File: config.mk
export PLATFORM = sky130hd
export DESIGN_NAME = z80Front
export DESIGN_NICKNAME = d
export VERILOG_FILES = /design/src/rtl/z80FrontPkg.sv /design/src/rtl/z80IsaPkg.sv /design/src/rtl/byteQueue.sv /design/src/rtl/instrAssembler.sv /design/src/rtl/instrDecoder.sv /design/src/rtl/z80Front.sv
export SDC_FILE = /design/constraint.sdc
export NUM_CORES = 1
export LEC_CHECK = 0
export ABC_AREA = 1
export BUFFER_PORTS_ARGS = -buffer_cell sky130_fd_sc_hd__buf_4
export CORE_ASPECT_RATIO = 1.75
export CORE_MARGIN = 2
export CORE_UTILIZATION = 40
export CTS_CLUSTER_SIZE = 25
export DETAILED_ROUTE_END_ITERATION = 8
export HOLD_SLACK_MARGIN = 0.02
export PLACE_DENSITY = 0.58
export SLEW_MARGIN = 20
export SYNTH_ARGS = -nofsm -noshare
export SYNTH_HDL_FRONTEND = slang
export SYNTH_SLANG_ARGS = --single-unit
File: constraint.sdc
create_clock -name clk -period 2.6 [get_ports clk]
set_input_delay 0.13 -clock clk [delete_from_list [all_inputs] [get_ports clk]]
set_output_delay 0.13 -clock clk [all_outputs]
set_load 0.01 [all_outputs]
File: src/rtl/z80FrontPkg.sv
package z80FrontPkg;

    // ****************************************
    // Assembler sequencing
    // ****************************************
    typedef enum logic [1:0] {
        Opcode1  = 2'd0,  // Waiting for first opcode byte
        Opcode2  = 2'd1,  // Prefix seen
        Operands = 2'd2
    } asmState_t;

    // Fetch byte queue
    localparam int defaultQueueDepth = 8;

endpackage

File: src/rtl/z80IsaPkg.sv
package z80IsaPkg;

    // ****************************************
    // Instruction groups
    // ****************************************
    typedef enum logic [7:0] {
        NeedMoreBytes = 8'h00,  // Opcode not complete yet
        IllegalInstr  = 8'h01,
        LdDdImmed     = 8'h02,
        LdBcdeA       = 8'h03,
        LdABcde       = 8'h04,
        LdRegImmed    = 8'h05,
        LdExtaddrHl   = 8'h06,
        LdHlImmed     = 8'h07,
        LdRegReg      = 8'h08,
        LdExtaddrA    = 8'h09,
        LdAExtaddr    = 8'h0a,
        LdHlReg       = 8'h0b,
        LdDdExtaddr   = 8'h0c,
        LdExtaddrDd   = 8'h0d,
        LdRegIxiy     = 8'h0e,
        LdIxiyReg     = 8'h0f,
        LdIxiyImmed   = 8'h10,
        LdExtaddrIxiy = 8'h11,
        LdIA          = 8'h12,
        LdAI          = 8'h13
    } insnGroup_t;

    // Opcode prefixes
    localparam logic [7:0] PrefixCb = 8'hcb;
    localparam logic [7:0] PrefixDd = 8'hdd;
    localparam logic [7:0] PrefixEd = 8'hed;
    localparam logic [7:0] PrefixFd = 8'hfd;

    // Operand bytes that follow the opcode
    function automatic logic [1:0] operandCount(input insnGroup_t group);
        case (group)
            LdDdImmed, LdExtaddrHl, LdExtaddrA, LdAExtaddr,
            LdDdExtaddr, LdExtaddrDd, LdExtaddrIxiy:
                operandCount = 2'd2;  // Little-endian word
            LdIxiyImmed:
                operandCount = 2'd2;  // Displacement, then immediate
            LdRegImmed, LdHlImmed:
                operandCount = 2'd1;
            LdRegIxiy, LdIxiyReg:
                operandCount = 2'd1;  // Displacement only
            default:
                operandCount = 2'd0;
        endcase
    endfunction

endpackage

File: src/rtl/byteQueue.sv
`timescale 1ns/1ps

module byteQueue #(
    parameter int Depth = 8
) (
    input  logic       clk,
    input  logic       rstN,
    input  logic       wrEn,
    input  logic [7:0] wrData,
    input  logic       rdEn,
    output logic [7:0] rdData,
    output logic       full,
    output logic       empty
);

    localparam int PtrW = (Depth > 1) ? $clog2(Depth) : 1;
    localparam int CntW = $clog2(Depth + 1);

    logic [7:0]      mem [Depth];
    logic [PtrW-1:0] wrPtr;
    logic [PtrW-1:0] rdPtr;
    logic [CntW-1:0] count;
    logic            doWrite;
    logic            doRead;

    // Wrap at Depth, which need not be a power of two
    function automatic logic [PtrW-1:0] nextPtr(input logic [PtrW-1:0] ptr);
        if (ptr == PtrW'(Depth - 1)) begin
            nextPtr = '0;
        end else begin
            nextPtr = ptr + 1'b1;
        end
    endfunction

    assign full    = (count == CntW'(Depth));
    assign empty   = (count == '0);
    assign doWrite = wrEn && !full;   // Dropped when full
    assign doRead  = rdEn && !empty;
    assign rdData  = mem[rdPtr];      // Head byte

    always_ff @(posedge clk) begin
        if (doWrite) begin
            mem[wrPtr] <= wrData;
        end
    end

    // ****************************************
    // Pointers and occupancy
    // ****************************************
    always_ff @(posedge clk) begin
        if (!rstN) begin
            wrPtr <= '0;
            rdPtr <= '0;
            count <= '0;
        end else begin
            if (doWrite) begin
                wrPtr <= nextPtr(wrPtr);
            end
            if (doRead) begin
                rdPtr <= nextPtr(rdPtr);
            end
            case ({doWrite, doRead})
                2'b10:   count <= count + 1'b1;
                2'b01:   count <= count - 1'b1;
                default: count <= count;  // Idle, or write and pop together
            endcase
        end
    end

endmodule

File: src/rtl/instrAssembler.sv
`timescale 1ns/1ps

module instrAssembler (
    input  logic                  clk,
    input  logic                  rstN,
    input  logic [7:0]            queueData,
    input  logic                  queueEmpty,
    output logic                  queuePop,
    output logic                  insnValid,
    output z80IsaPkg::insnGroup_t insnGroup,
    output logic [15:0]           insnOpcode,
    output logic [1:0]            insnOpLen,
    output logic [15:0]           insnOperand
);

    z80FrontPkg::asmState_t state;
    z80IsaPkg::insnGroup_t  decGroup;
    logic [15:0]            decInstr;
    logic [1:0]             decLen;
    logic [1:0]             decCount;
    logic [1:0]             opndNeed;
    logic [1:0]             opndGot;
    logic                   lastOperand;

    instrDecoder decoder (
        .instr    (decInstr),
        .instrLen (decLen),
        .group    (decGroup)
    );

    // ****************************************
    // Decoder query
    // ****************************************
    // Head byte goes in with whatever opcode bytes are already held
    always_comb begin
        case (state)
            z80FrontPkg::Opcode1: begin
                decInstr = {8'h00, queueData};
                decLen   = queueEmpty ? 2'd0 : 2'd1;
            end
            z80FrontPkg::Opcode2: begin
                decInstr = {queueData, insnOpcode[7:0]};  // Prefix held low
                decLen   = queueEmpty ? 2'd1 : 2'd2;
            end
            default: begin
                decInstr = insnOpcode;
                decLen   = insnOpLen;
            end
        endcase
    end

    assign queuePop    = !queueEmpty;  // Always hungry
    assign decCount    = z80IsaPkg::operandCount(decGroup);
    assign lastOperand = (opndGot + 2'd1 == opndNeed);

    // ****************************************
    // Sequencing
    // ****************************************
    always_ff @(posedge clk) begin
        if (!rstN) begin
            state     <= z80FrontPkg::Opcode1;
            insnValid <= 1'b0;
            opndNeed  <= 2'd0;
            opndGot   <= 2'd0;
        end else begin
            insnValid <= 1'b0;
            if (queuePop) begin
                case (state)
                    z80FrontPkg::Opcode1, z80FrontPkg::Opcode2: begin
                        if (decGroup == z80IsaPkg::NeedMoreBytes) begin
                            state <= z80FrontPkg::Opcode2;
                        end else if (decCount == 2'd0) begin
                            insnValid <= 1'b1;  // Opcode alone, done now
                            state     <= z80FrontPkg::Opcode1;
                        end else begin
                            opndNeed <= decCount;
                            opndGot  <= 2'd0;
                            state    <= z80FrontPkg::Operands;
                        end
                    end
                    default: begin
                        opndGot <= opndGot + 2'd1;
                        if (lastOperand) begin
                            insnValid <= 1'b1;
                            state     <= z80FrontPkg::Opcode1;
                        end
                    end
                endcase
            end
        end
    end

    // Instruction fields, held until the next instruction starts
    always_ff @(posedge clk) begin
        if (queuePop) begin
            case (state)
                z80FrontPkg::Opcode1: begin
                    insnOpcode  <= {8'h00, queueData};
                    insnOpLen   <= 2'd1;
                    insnGroup   <= decGroup;
                    insnOperand <= 16'h0000;
                end
                z80FrontPkg::Opcode2: begin
                    insnOpcode[15:8] <= queueData;
                    insnOpLen        <= 2'd2;
                    insnGroup        <= decGroup;
                    insnOperand      <= 16'h0000;
                end
                default: begin
                    if (opndGot == 2'd0) begin
                        insnOperand[7:0] <= queueData;  // First byte low
                    end else begin
                        insnOperand[15:8] <= queueData;
                    end
                end
            endcase
        end
    end

    // ****************************************
    // Checks
    // ****************************************
    assert property (@(posedge clk) disable iff (!rstN)
        queuePop |-> !queueEmpty)
        else $error("Pop from an empty byte queue");

    assert property (@(posedge clk) disable iff (!rstN)
        (insnValid || state == z80FrontPkg::Operands) |-> insnOpLen inside {2'd1, 2'd2})
        else $error("Opcode length out of range");

endmodule

File: src/rtl/instrDecoder.sv
`timescale 1ns/1ps

module instrDecoder (
    input  logic [15:0]           instr,
    input  logic [1:0]            instrLen,
    output z80IsaPkg::insnGroup_t group
);

    always_comb begin
        if (instrLen == 2'd0) begin
            group = z80IsaPkg::NeedMoreBytes;
        end else if (instrLen == 2'd1) begin
            // ****************************************
            // Unprefixed opcodes
            // ****************************************
            case (instr[7:0])
                8'h01, 8'h11, 8'h21, 8'h31:
                    group = z80IsaPkg::LdDdImmed;
                8'h02, 8'h12:
                    group = z80IsaPkg::LdBcdeA;
                8'h0a, 8'h1a:
                    group = z80IsaPkg::LdABcde;
                8'h06, 8'h0e, 8'h16, 8'h1e, 8'h26, 8'h2e, 8'h3e:
                    group = z80IsaPkg::LdRegImmed;
                8'h22:
                    group = z80IsaPkg::LdExtaddrHl;
                8'h36:
                    group = z80IsaPkg::LdHlImmed;
                8'h7f, 8'h78, 8'h79, 8'h7a, 8'h7b, 8'h7c, 8'h7d,
                8'h47, 8'h40, 8'h41, 8'h42, 8'h43, 8'h44, 8'h45,
                8'h4f, 8'h48, 8'h49, 8'h4a, 8'h4b, 8'h4c, 8'h4d,
                8'h57, 8'h50, 8'h51, 8'h52, 8'h53, 8'h54, 8'h55,
                8'h5f, 8'h58, 8'h59, 8'h5a, 8'h5b, 8'h5c, 8'h5d,
                8'h67, 8'h60, 8'h61, 8'h62, 8'h63, 8'h64, 8'h65,
                8'h6f, 8'h68, 8'h69, 8'h6a, 8'h6b, 8'h6c, 8'h6d:
                    group = z80IsaPkg::LdRegReg;
                8'h32:
                    group = z80IsaPkg::LdExtaddrA;
                8'h3a:
                    group = z80IsaPkg::LdAExtaddr;
                8'h70, 8'h71, 8'h72, 8'h73, 8'h74, 8'h75, 8'h77:
                    group = z80IsaPkg::LdHlReg;
                z80IsaPkg::PrefixCb, z80IsaPkg::PrefixDd,
                z80IsaPkg::PrefixEd, z80IsaPkg::PrefixFd:
                    group = z80IsaPkg::NeedMoreBytes;
                default:
                    group = z80IsaPkg::IllegalInstr;  // HALT falls here too
            endcase
        end else begin
            // ****************************************
            // Prefixed pairs, prefix in the low byte
            // ****************************************
            case (instr[7:0])
                z80IsaPkg::PrefixEd: begin
                    case (instr[15:8])
                        8'h4b, 8'h5b, 8'h6b, 8'h7b:
                            group = z80IsaPkg::LdDdExtaddr;
                        8'h43, 8'h53, 8'h63, 8'h73:
                            group = z80IsaPkg::LdExtaddrDd;
                        8'h47:
                            group = z80IsaPkg::LdIA;
                        8'h57:
                            group = z80IsaPkg::LdAI;
                        default:
                            group = z80IsaPkg::IllegalInstr;
                    endcase
                end
                z80IsaPkg::PrefixDd, z80IsaPkg::PrefixFd: begin  // IX and IY alike
                    case (instr[15:8])
                        8'h46, 8'h4e, 8'h56, 8'h5e, 8'h66, 8'h6e, 8'h7e:
                            group = z80IsaPkg::LdRegIxiy;
                        8'h70, 8'h71, 8'h72, 8'h73, 8'h74, 8'h75, 8'h77:
                            group = z80IsaPkg::LdIxiyReg;
                        8'h36:
                            group = z80IsaPkg::LdIxiyImmed;
                        8'h22:
                            group = z80IsaPkg::LdExtaddrIxiy;
                        default:
                            group = z80IsaPkg::IllegalInstr;
                    endcase
                end
                default:
                    group = z80IsaPkg::IllegalInstr;  // CB forms not decoded
            endcase
        end
    end

    // A full two-byte opcode always resolves
    always_comb begin
        if (instrLen >= 2'd2) begin
            assert (group != z80IsaPkg::NeedMoreBytes)
                else $error("Decoder left a two-byte opcode unresolved");
        end
    end

endmodule

File: src/rtl/z80Front.sv
`timescale 1ns/1ps

module z80Front #(
    parameter int QueueDepth = z80FrontPkg::defaultQueueDepth
) (
    input  logic                  clk,
    input  logic                  rstN,
    input  logic                  byteValid,
    input  logic [7:0]            byteData,
    output logic                  byteFull,
    output logic                  insnValid,
    output z80IsaPkg::insnGroup_t insnGroup,
    output logic [15:0]           insnOpcode,
    output logic [1:0]            insnOpLen,
    output logic [15:0]           insnOperand
);

    logic [7:0] queueData;
    logic       queueEmpty;
    logic       queuePop;

    byteQueue #(
        .Depth (QueueDepth)
    ) queue (
        .clk    (clk),
        .rstN   (rstN),
        .wrEn   (byteValid),
        .wrData (byteData),
        .rdEn   (queuePop),
        .rdData (queueData),
        .full   (byteFull),
        .empty  (queueEmpty)
    );

    instrAssembler assembler (
        .clk         (clk),
        .rstN        (rstN),
        .queueData   (queueData),
        .queueEmpty  (queueEmpty),
        .queuePop    (queuePop),
        .insnValid   (insnValid),
        .insnGroup   (insnGroup),
        .insnOpcode  (insnOpcode),
        .insnOpLen   (insnOpLen),
        .insnOperand (insnOperand)
    );

    // Producer must honor back-pressure
    assert property (@(posedge clk) disable iff (!rstN)
        byteValid |-> !byteFull)
        else $error("Byte written while queue full");

endmodule

-- After elaboration in Yosys (flattened, before gate mapping)
Memories as Yosys holds them, arrays and structs flattened. A register that Yosys moved wholly into a read port is not among the register bits.
Index checks and enable logic that the tools add are counted.
- ROM bits: 1088
- RAM bits: 64
- input port bits: 11
- register bits after elaboration: 59
- word-level logic and storage cells: 125
- memories kept: 3
- output and inout bits: 44
- add/subtract/negate cells: 5
- bitwise gates (word level): 4
- equality and inequality tests: 39
- mux-type cells: 32
- reduce and logical (&&, ||, !) cells: 29
- memories (memory ; words ; bits a word ; read ports ; clocked after Yosys merged registers in ; wr ports ; line ; text):
    (no name shown) ; 256 ; 4 ; 1 ; 0 ; 0 ; instrDecoder.sv:16 ; case (instr[7:0])
    (no name shown) ; 32 ; 2 ; 1 ; 0 ; 0 ; z80IsaPkg.sv:37 ; case (group)
    queue.mem ; 8 ; 8 ; 1 ; 1 ; 1 ; byteQueue.sv:19 ; logic [7:0] mem [Depth];
- operators by type and width (kind ; number):
    8-bit by 7-bit equality test with 1-bit output, second input constant ; 23
    5-bit one-hot mux with 4 select lines ; 2
    8-bit two-way mux ; 4
    16-bit one-hot mux with 2 select lines ; 1
    8-bit one-hot mux with 2 select lines ; 2
    8-bit equality test, second input constant ; 3
    2-bit two-way mux ; 9
    8-bit by 6-bit equality test with 1-bit output, second input constant ; 2
    7-bit OR reduction ; 2
    3-bit two-way mux ; 4
    2-bit AND reduction ; 6
    2-bit zero test ; 4
    8-bit zero test ; 1
    2-bit one-hot mux with 2 select lines ; 2
    4-bit one-hot mux with 2 select lines ; 1
    2-bit nonzero test ; 4
    4-bit OR reduction ; 2
    1-bit two-way mux ; 7
    3-bit by 1-bit adder with 3-bit output, second input constant ; 2
    2-bit by 1-bit equality test with 1-bit output, second input constant ; 3
    3-bit equality test, second input constant ; 2
    2-bit != test, second input constant ; 3
    2-bit OR reduction ; 3
    4-bit by 1-bit adder with 4-bit output, second input constant ; 1
    other kinds (12) ; 16

-- Depth between registers and ports, before layout
Gate-level depths: netlist (run 1).
- depth in word-level cells: 14
- gate-level depth with buffers: 31
- mapped depth without buffers: 29

-- Hierarchy
From an unflattened synthesis (run 1), not the netlist that was laid out.
- cells, all modules: 584
- area total of the unflattened synthesis: 5905.7 µm²
- by module, submodules not included (module ; cells each ; instances ; sequential area each (µm²) ; area an instance (µm²)):
    byteQueue ; 272 ; 1 ; 2182.1 ; 3200.6
    instrAssembler ; 198 ; 1 ; 1401.3 ; 2149.6
    instrDecoder ; 114 ; 1 ; 0.0 ; 555.5

-- Least setup slack after synthesis (run 1)
Ideal clock, no wire load.
- kind: reg-to-reg
- start: reg (tool-made name)
- end: reg assembler.opndNeed[0]
- arrival time: 2.826 ns
- slack: -0.287 ns
- buffers on the path: 2
- clock period less this slack: 2.887 ns
- cell stages (with the launch flop): 32
- required time: 2.538 ns
- library setup time: 0.062 ns
- cell sequence: dfxtp_1 -> buf_6 -> inv_4 -> buf_6 -> nand2_1 -> nand2_1 -> nand2_1 -> nand3_1 -> nand2_1 -> nor2_1 -> a21oi_1 -> inv_1 -> ha_1 -> inv_1 -> nand2_1 -> nor2_1 -> a21oi_1 -> nand2_1 -> nand2_1 -> nand2_1 -> nand2_2 -> inv_1 -> ha_1 -> nand2_1 -> nand3_1 -> nand2_1 -> nand2_2 -> nand2_4 -> nand3_2 -> nand2_1 -> nand2_1 -> nor2_2
- RTL lines (element ; line ; text):
    end signal, assigned ; instrAssembler.sv:76 ; opndNeed <= decCount;
    end, declared ; instrAssembler.sv:21 ; logic [1:0] opndNeed;

==> results of run 1 <==
==> final timing paths <==
check | startpoint | end
max | flip-flop | assembler.insnValid$_SDFF_PP0_
min | rstN | queue.count[1]$_SDFFE_PN0P_
max reg2reg | flip-flop | assembler.insnValid$_SDFF_PP0_
min reg2reg | assembler.opndGot[1]$_SDFFE_PN0P_ | assembler.opndGot[1]$_SDFFE_PN0P_
==> per-layer routing <==
| layer | part of all wire [%] | wire length (um) |
|---|---|---|
| met1 | 35 | 5632 |
| met2 | 58 | 9149 |
| met3 | 2.4 | 374 |
| met4 | 4.7 | 740 |
| met5 | 0 | 0 |
==> state kept, by name (all words and copies together) (netlist names), named ones only <==
signal / cells
queue.mem: 64
assembler.state: 2
queue.count: 4
queue.wrPtr: 3
assembler.insnGroup: 5
assembler.insnOperand: 16
assembler.opndGot: 2
assembler.opndNeed: 2
assembler.insnOpcode: 16
assembler.insnValid: 1
assembler.insnOpLen: 2
queue.rdPtr: 3
==> logic make-up (layout without fill, tap and decap cells) <==
kind of cell | count (synthesis) | count (layout) | synth area share (%)
and+or+nand+nor | 319 | 319 | 24.44
DFF | 123 | 123 | 58.08
buffers and inverters | 122 | 307 | 8.841
AOI/OAI and AO/OA | 53 | 53 | 5.305
adders and majority gates | 13 | 13 | 2.829
xor gates and xnor gates | 3 | 3 | 0.4369
other | 1 | 3 | 0.06235
==> cell usage after synthesis, drive strengths merged (2+ instances only) <==
library cell / count / area (um2)
edfxtp: 103 / 3093
a211oi: 2 / 20.02
o211ai: 3 / 22.52
buf: 18 / 138.9
nor2: 61 / 271.5
inv: 102 / 385.4
nand3: 77 / 450.4
a21oi: 20 / 111.4
or2: 2 / 12.51
nand2: 173 / 689.4
xnor2: 2 / 17.52
nor3: 2 / 20.02
ha: 12 / 150.1
dfxtp: 20 / 400.4
nand4: 2 / 12.51
o21ai: 24 / 131.4
==> worst max-delay path: stages (launching register included) <==
cell and delay [ns]:
dfxtp_4 0.39, buf_12 0.13, nor2_4 0.04, nor2_2 0.10
o21ai_2 0.06, nand3_2 0.08, nand2_2 0.06, o21a_1 0.19
buf_6 0.12, ha_4 0.26, inv_2 0.03, nand2_2 0.07
nor2_1 0.04, a21oi_1 0.11, nand2_1 0.07, nand2_1 0.05
nand2_1 0.05, nand2_2 0.08, inv_2 0.05, ha_4 0.25
nand2_2 0.05, nand3_2 0.06, nand2_2 0.05, nand2_2 0.09
nand2_4 0.08, buf_4 0.15, a211oi_2 0.18
==> cell usage in the layout (no fill, tap or decap), drive strengths merged <==
cell type	instances
o211ai	3
nand2	173
clkbuf	23
buf	162
xor2	1
ha	12
nand3	77
or2	2
nand3b	1
dlygate4sd3	10
nor2	61
a21oi	20
a211oi	2
a21boi	1
o21ai	24
a41oi	1
o21a	1
bufinv	2
nand4	2
fa	1
clkinv	6
inv	102
clkinvlp	2
and3	1
dfxtp	20
xnor2	2
edfxtp	103
nor3	2
conb	3
o211a	1
==> through the flow <==
stage / utilization, % / hold WS (ns)
after floorplan: - / 0.2289
after global placement: 49.14 / 0.3591
after detailed placement: 49.14 / 0.3666
after CTS: 55.66 / 0.02042
after global routing: 56.15 / 0.04460
final: 56.15 / 0.04644
==> power breakdown <==
part | switching [uW] | internal (uW) | total [uW]
clock | 838 | 1450 | 2290
combinational | 3170 | 2540 | 5710
sequential | 256 | 2750 | 3000
==> layout make-up <==
class	instances	area [um2]
Tap cell	183	229.0
Sequential cell	123	3498
Clock buffer	23	467.9
Inverter	103	389.1
Fill cell	1310	6474
Clock inverter	9	97.59
Timing Repair Buffer	172	1378
Multi-Input combinational cell	391	2231
==> timing repair <==
| item | in CTS | in global routing |
|---|---|---|
| gates cloned | 1 | 0 |
| endpoints found under the setup margin | 7 | 15 |
| hold buffers | 10 | 0 |
| endpoints found under the hold margin | 65 | 0 |
| pin swaps | 12 | 25 |
| setup buffers | 17 | 4 |
| resized for setup | 39 | 31 |
==> results.md, run 1 <==
* Outcome: finished with violations
* Failing checks: setup timing
* Worst skew pair latency at 0.42 ns
* Htree depth at 4
* Type of the worst setup path: flip-flop to flip-flop
* Yosys reg bits at 123
* Met2 Usage GRT at 39.67%
* Yosys warns at 0
* R2R Setup Slk at -0.39 ns
* Layout cells sized above 1 at 36.18%
* Grt ovf at 0
* Layout area overhead at 37.84%
* Routed WL at 15,900 um
* Final setup fails at 7
* Rel. slew slack at 66.23%
* Pre-CTS WS at -0.4130 ns
* Row cnt at 59
* Root Buffer: clkbuf_16
* Placement Cell Area at 7256 um2
* Largest net degree at the start of global routing at 19
* PortBufs at 51
* Placeable Area at 14,760 um2
* Final Cell Area at 8290 um2
* Final Non-Filler Cells at 1,004
* Max-slew violations at 0
* Num CTS Buffers at 17
* Fmax at 0.3341 GHz
* Netlist Area Pre-Place at 6015 um2
* Placed cell count at 946
* Final nets at 832
* GR Util All Layers at 20.38%
* Vias per cell at 4.809
* Met3 GRT Util at 3.367%
* Initial detailed-routing violation count at 143
* Max-Cap Viols at 0
* Post-synth ARST share at 0%
* DR WL/cell at 15.83 um
* Die Span Y at 166.2 um
* Initial antenna violation count at 0
* CTS tree: yes
* Setup ws final at -0.3935 ns
* Clock Pin Slew Worst Setup and Hold Paths at 0.06 ns
* Crit-path max FO at 7
* Vias in the first global route at 5,045
* Worst hold path class: primary input to flip-flop
* Clk sinks at 123
* Worst endpoint data arrival time at 3.32 ns
* I/O Pins at 55
* Tot Pwr at 11,000 uW
* Clock tree buffer depth at 2
* Die Area at 16,070 um2
* Worst r2r path cells at 26
* TNS Setup at -2.188 ns
* DR pass1 iterations at 4
* Critical Path RT at 2.92 ns
* Worst Setup Start Kind: flip-flop
* RSZ-0062 raised after global routing: yes
* Synth cell types at 41
* M1 GR Usage at 19.75%
* Ys flop type: edfxtp_1
* Power density over the cells at 1327 nW/um2
* Mapped Cells at 634
* Setup Skew at 0.01449 ns
* First-pass GRT wire length at 25,510 um
* Post-synth EDFFs at 103
* Crit. End Element: flip-flop
* Die X at 96.70 um
* Vias at 4,828
* Final period util at 115.1%
* Pleak at 0.003768 uW
* Mean Syn Cell Area at 9.487 um2
* Antenna Nets Post-Route at 0
* Antenna cells at 0
* Initial Util at 40.74%
* Hold path depth at 3
* Post-route minimum period at 2.994 ns
* Post-synthesis sequential area ratio at 58.08%
* Gr busiest metal: met2
* Worst-Margin Slew at 0.5047 ns
* Post-DP HPWL at 11,880 um
* Residual DRC count at 0
* Peak VDD IR at 0.0006219 V
* Final Hold Fails at 0
* GPL Wtd Cong at 0.8728
Power figures use the tool's default switching activity.
==> run 2: changes to the inputs <==
--- a/config.mk
+++ b/config.mk
@@ -17,4 +17,5 @@
 export SLEW_MARGIN = 20
 export SYNTH_ARGS = -nofsm -noshare
 export SYNTH_HDL_FRONTEND = slang
+export SYNTH_HIERARCHICAL = 1
 export SYNTH_SLANG_ARGS = --single-unit
==> run 2 against run 1 <==
  * The run still ends with setup timing left
  * Synthesized cell count fell by 7.9%
  * Routed wire length fell by 6.3%
  * First-iteration DRC count rose by 36%
  * Power rose by 0.86%
  * Cell count fell by 1.9%
  * Global-route usage fell by 0.94 points
  * Largest cell class unchanged
  * Largest power group unchanged
==> results.md, run 2 <==
* Outcome: finished with violations
* Failing checks: setup timing
* Fmax at 0.3007 GHz
* Max-Cap Viols at 0
* Commonest non-fill, non-tap cell in the layout: buf_4
* Htree depth at 4
* TNS Setup at -7.150 ns
* Setup Skew at 0.009884 ns
* Mapped Cells at 584
* Routed WL at 14,890 um
* Num CTS Buffers at 17
* Post-synth EDFFs at 106
* CP max stage delay at 0.42 ns
* Synth top area cells: edfxtp_1, nand2_1, dfxtp_1, nor2_1, inv_1
* Worst path slowest cell: dfxtp_4
* Worst-Margin Slew at 0.4987 ns
* Root Buffer: clkbuf_16
* Final setup fails at 13
* GR Util All Layers at 19.44%
* Met3 GRT Util at 4.015%
* Top flop regs: queue/mem (64), assembler/insnOpcode (16), assembler/insnOperand (16)
* Yosys warns at 6
* Worst endpoint data arrival time at 3.68 ns
* CTS tree: yes
* Most flops, register: queue/mem
* Clock Pin Slew Worst Setup and Hold Paths at 0.06 ns
* Vias at 4,820
* Fillers at 1,163
* Antenna Nets Post-Route at 0
* Leading cell type by number of instances after synthesis: nand2_1
* Vias in the first global route at 4,923
* Critical Path RT at 2.96 ns
* Area of the multi-input gates at 2255 um2
* Rel. slew slack at 66.67%
* Initial antenna violation count at 0
* Netlist Area Pre-Place at 5906 um2
* Most common cell on crit path: nand2_2
* Post-DP HPWL at 10,510 um
* Max FFs per register at 64
* Layout cells sized above 1 at 42.48%
* Cell taking the most area after synthesis: edfxtp_1
* Synth cell types at 41
* Post-route minimum period at 3.326 ns
* Setup ws final at -0.7257 ns
* Yosys reg bits at 126
* DR pass1 iterations at 5
* RR Endpoint: assembler/opndGot[1]$_SDFFE_PN0P_
* Final nets at 816
* Worst r2r path cells at 28
* Commonest cells after routing, fill and taps aside: buf_4, edfxtp_1, nand2_1, nor2_1, inv_1
* Peak VDD IR at 0.0005756 V
* Grt ovf at 0
* Hold Startpoint: byteValid
* Final period util at 127.9%
* Max-slew violations at 0
* Pleak at 0.003770 uW
* Final Hold Fails at 0
* Die X at 95.85 um
* Placeable Area at 14,440 um2
* Hold EP: queue/wrPtr[1]$_SDFFE_PN0P_
* Ys flop type: edfxtp_1
* Sequential Area at 3595 um2
* PortBufs at 54
* First-pass GRT wire length at 22,920 um
* Largest net degree at the start of global routing at 24
* Top post-synthesis cells by count: nand2_1, edfxtp_1, nor2_1, inv_1, o21ai_0
* Row cnt at 58
* GPL Wtd Cong at 0.9312
* I/O Pins at 55
* Hold path depth at 3
* Mean Syn Cell Area at 10.11 um2
* Worst skew pair latency at 0.42 ns
* Clock tree buffer depth at 2
* Worst Setup Start Kind: flip-flop
* Initial detailed-routing violation count at 194
* Antenna cells at 0
* Power density over the cells at 1280 nW/um2
* Crit. End Element: flip-flop
* RSZ-0062 raised after global routing: yes
* M1 GR Usage at 18.43%
* DR WL/cell at 15.11 um
* Type of the worst setup path: flip-flop to flip-flop
* Die Area at 15,790 um2
* Die Span Y at 164.7 um
* Hold slack at 0.09126 ns
* Clk sinks at 126
* Met2 Usage GRT at 36.97%
* Yosys top cell area share at 53.90%
* Gr busiest metal: met2
* Initial Util at 40.89%
* Layout area overhead at 46.84%
* Post-synth ARST share at 0%
* Residual DRC count at 0
* R2R Setup Slk at -0.73 ns
* Crit-path max FO at 8
* Worst hold path class: primary input to flip-flop
* Vias per cell at 4.893
* Post-synthesis sequential area ratio at 60.68%
run 2: cell types whose count changed after synthesis, moves of 10 or more:
cell | previous run | this run
nand3_1 | 64 | 19
nor2_1 | 54 | 85
inv_1 | 94 | 66
o21ai_0 | 16 | 37
o21ai_1 | 5 | 15
nand3_2 | 13 | 2
nand2_1 | 159 | 111
run 2: layer usage:
layer  share of wire [%]  vias to the layer above
met1                  36                     2288
met3                 3.3                       48
met4                 3.9                        0
met2                  57                      106
li1                    -                     2378
met5                   0                        -
run 2: per-stage QoR:
step	instance area [um2]	total power, uW	instances	worst slack, ns	util (%)
after floorplan	5964	5296	586	-0.4348	-
after CTS	8452	10710	978	-0.6570	58.53
after global placement	7300	7389	909	-0.7954	50.55
after detailed placement	7300	7498	909	-0.8322	50.55
final	8672	11100	985	-0.7257	60.05
after global routing	8672	11770	985	-0.9448	60.05
run 2: critical path, delay by kind of cell (launching register included):
| family | cells | cell delay (ns) |
|---|---|---|
| AND/OR/NAND/NOR | 15 | 1.27 |
| adder cells (fa/ha/maj) | 1 | 0.19 |
| flip-flops | 1 | 0.42 |
| buffers and inverters | 7 | 0.78 |
| AO/OA/AOI/OAI | 4 | 0.42 |
| multiplexers | 1 | 0.20 |
run 2: worst max path at each step:
stage	cells after the start	slack (ns)	to	startpoint
after CTS	28	-0.66	assembler/opndNeed[0]$_SDFFE_PN0P_	flip-flop
after floorplan	27	-0.43	assembler/opndNeed[0]$_SDFFE_PN0P_	flip-flop
after global placement	26	-0.80	assembler/opndNeed[0]$_SDFFE_PN0P_	flip-flop
after global routing	25	-0.94	assembler/opndGot[1]$_SDFFE_PN0P_	flip-flop
after detailed placement	27	-0.83	assembler/opndNeed[0]$_SDFFE_PN0P_	flip-flop
final	28	-0.73	assembler/opndGot[1]$_SDFFE_PN0P_	flip-flop
run 2: layout make-up:
type                       instances  share of cell area, %
sequential                       126                  41.45
multi-input combinational        371                  26.00
tap                              180                  2.597
clock buffer                      17                  4.905
clock inverter                    15                  1.731
inverter                          73                  3.246
timing repair buffer             203                  20.07
run 2: timing repair:
item                                    CTS  global route
buffers inserted                         27            12
endpoints found under the setup margin   11            15
pin swaps                                31            47
cloned                                    1             0
hold buffers                              9             0
resized for setup                        76            47
hold endpoints to repair                 66             0
run 2: report_power, final:
group | leakage, uW | total, uW | internal, uW | switching (uW)
logic | 0.00230 | 5780 | 2880 | 2900
clock network | 0.000282 | 2310 | 1340 | 962
registers | 0.00119 | 3010 | 2780 | 231
total | 0.00377 | 11100 | 7000 | 4100
run 2: cell families after synthesis:
kind of cell,after synthesis,synth area share (%)
AOI/OAI and AO/OA,96,9.026
xor gates and xnor gates,4,0.5933
adders and majority gates,13,2.754
buffers and inverters,89,6.801
DFF,126,60.68
muxes,8,1.356
other,1,0.06350
and+or+nand+nor,247,18.73
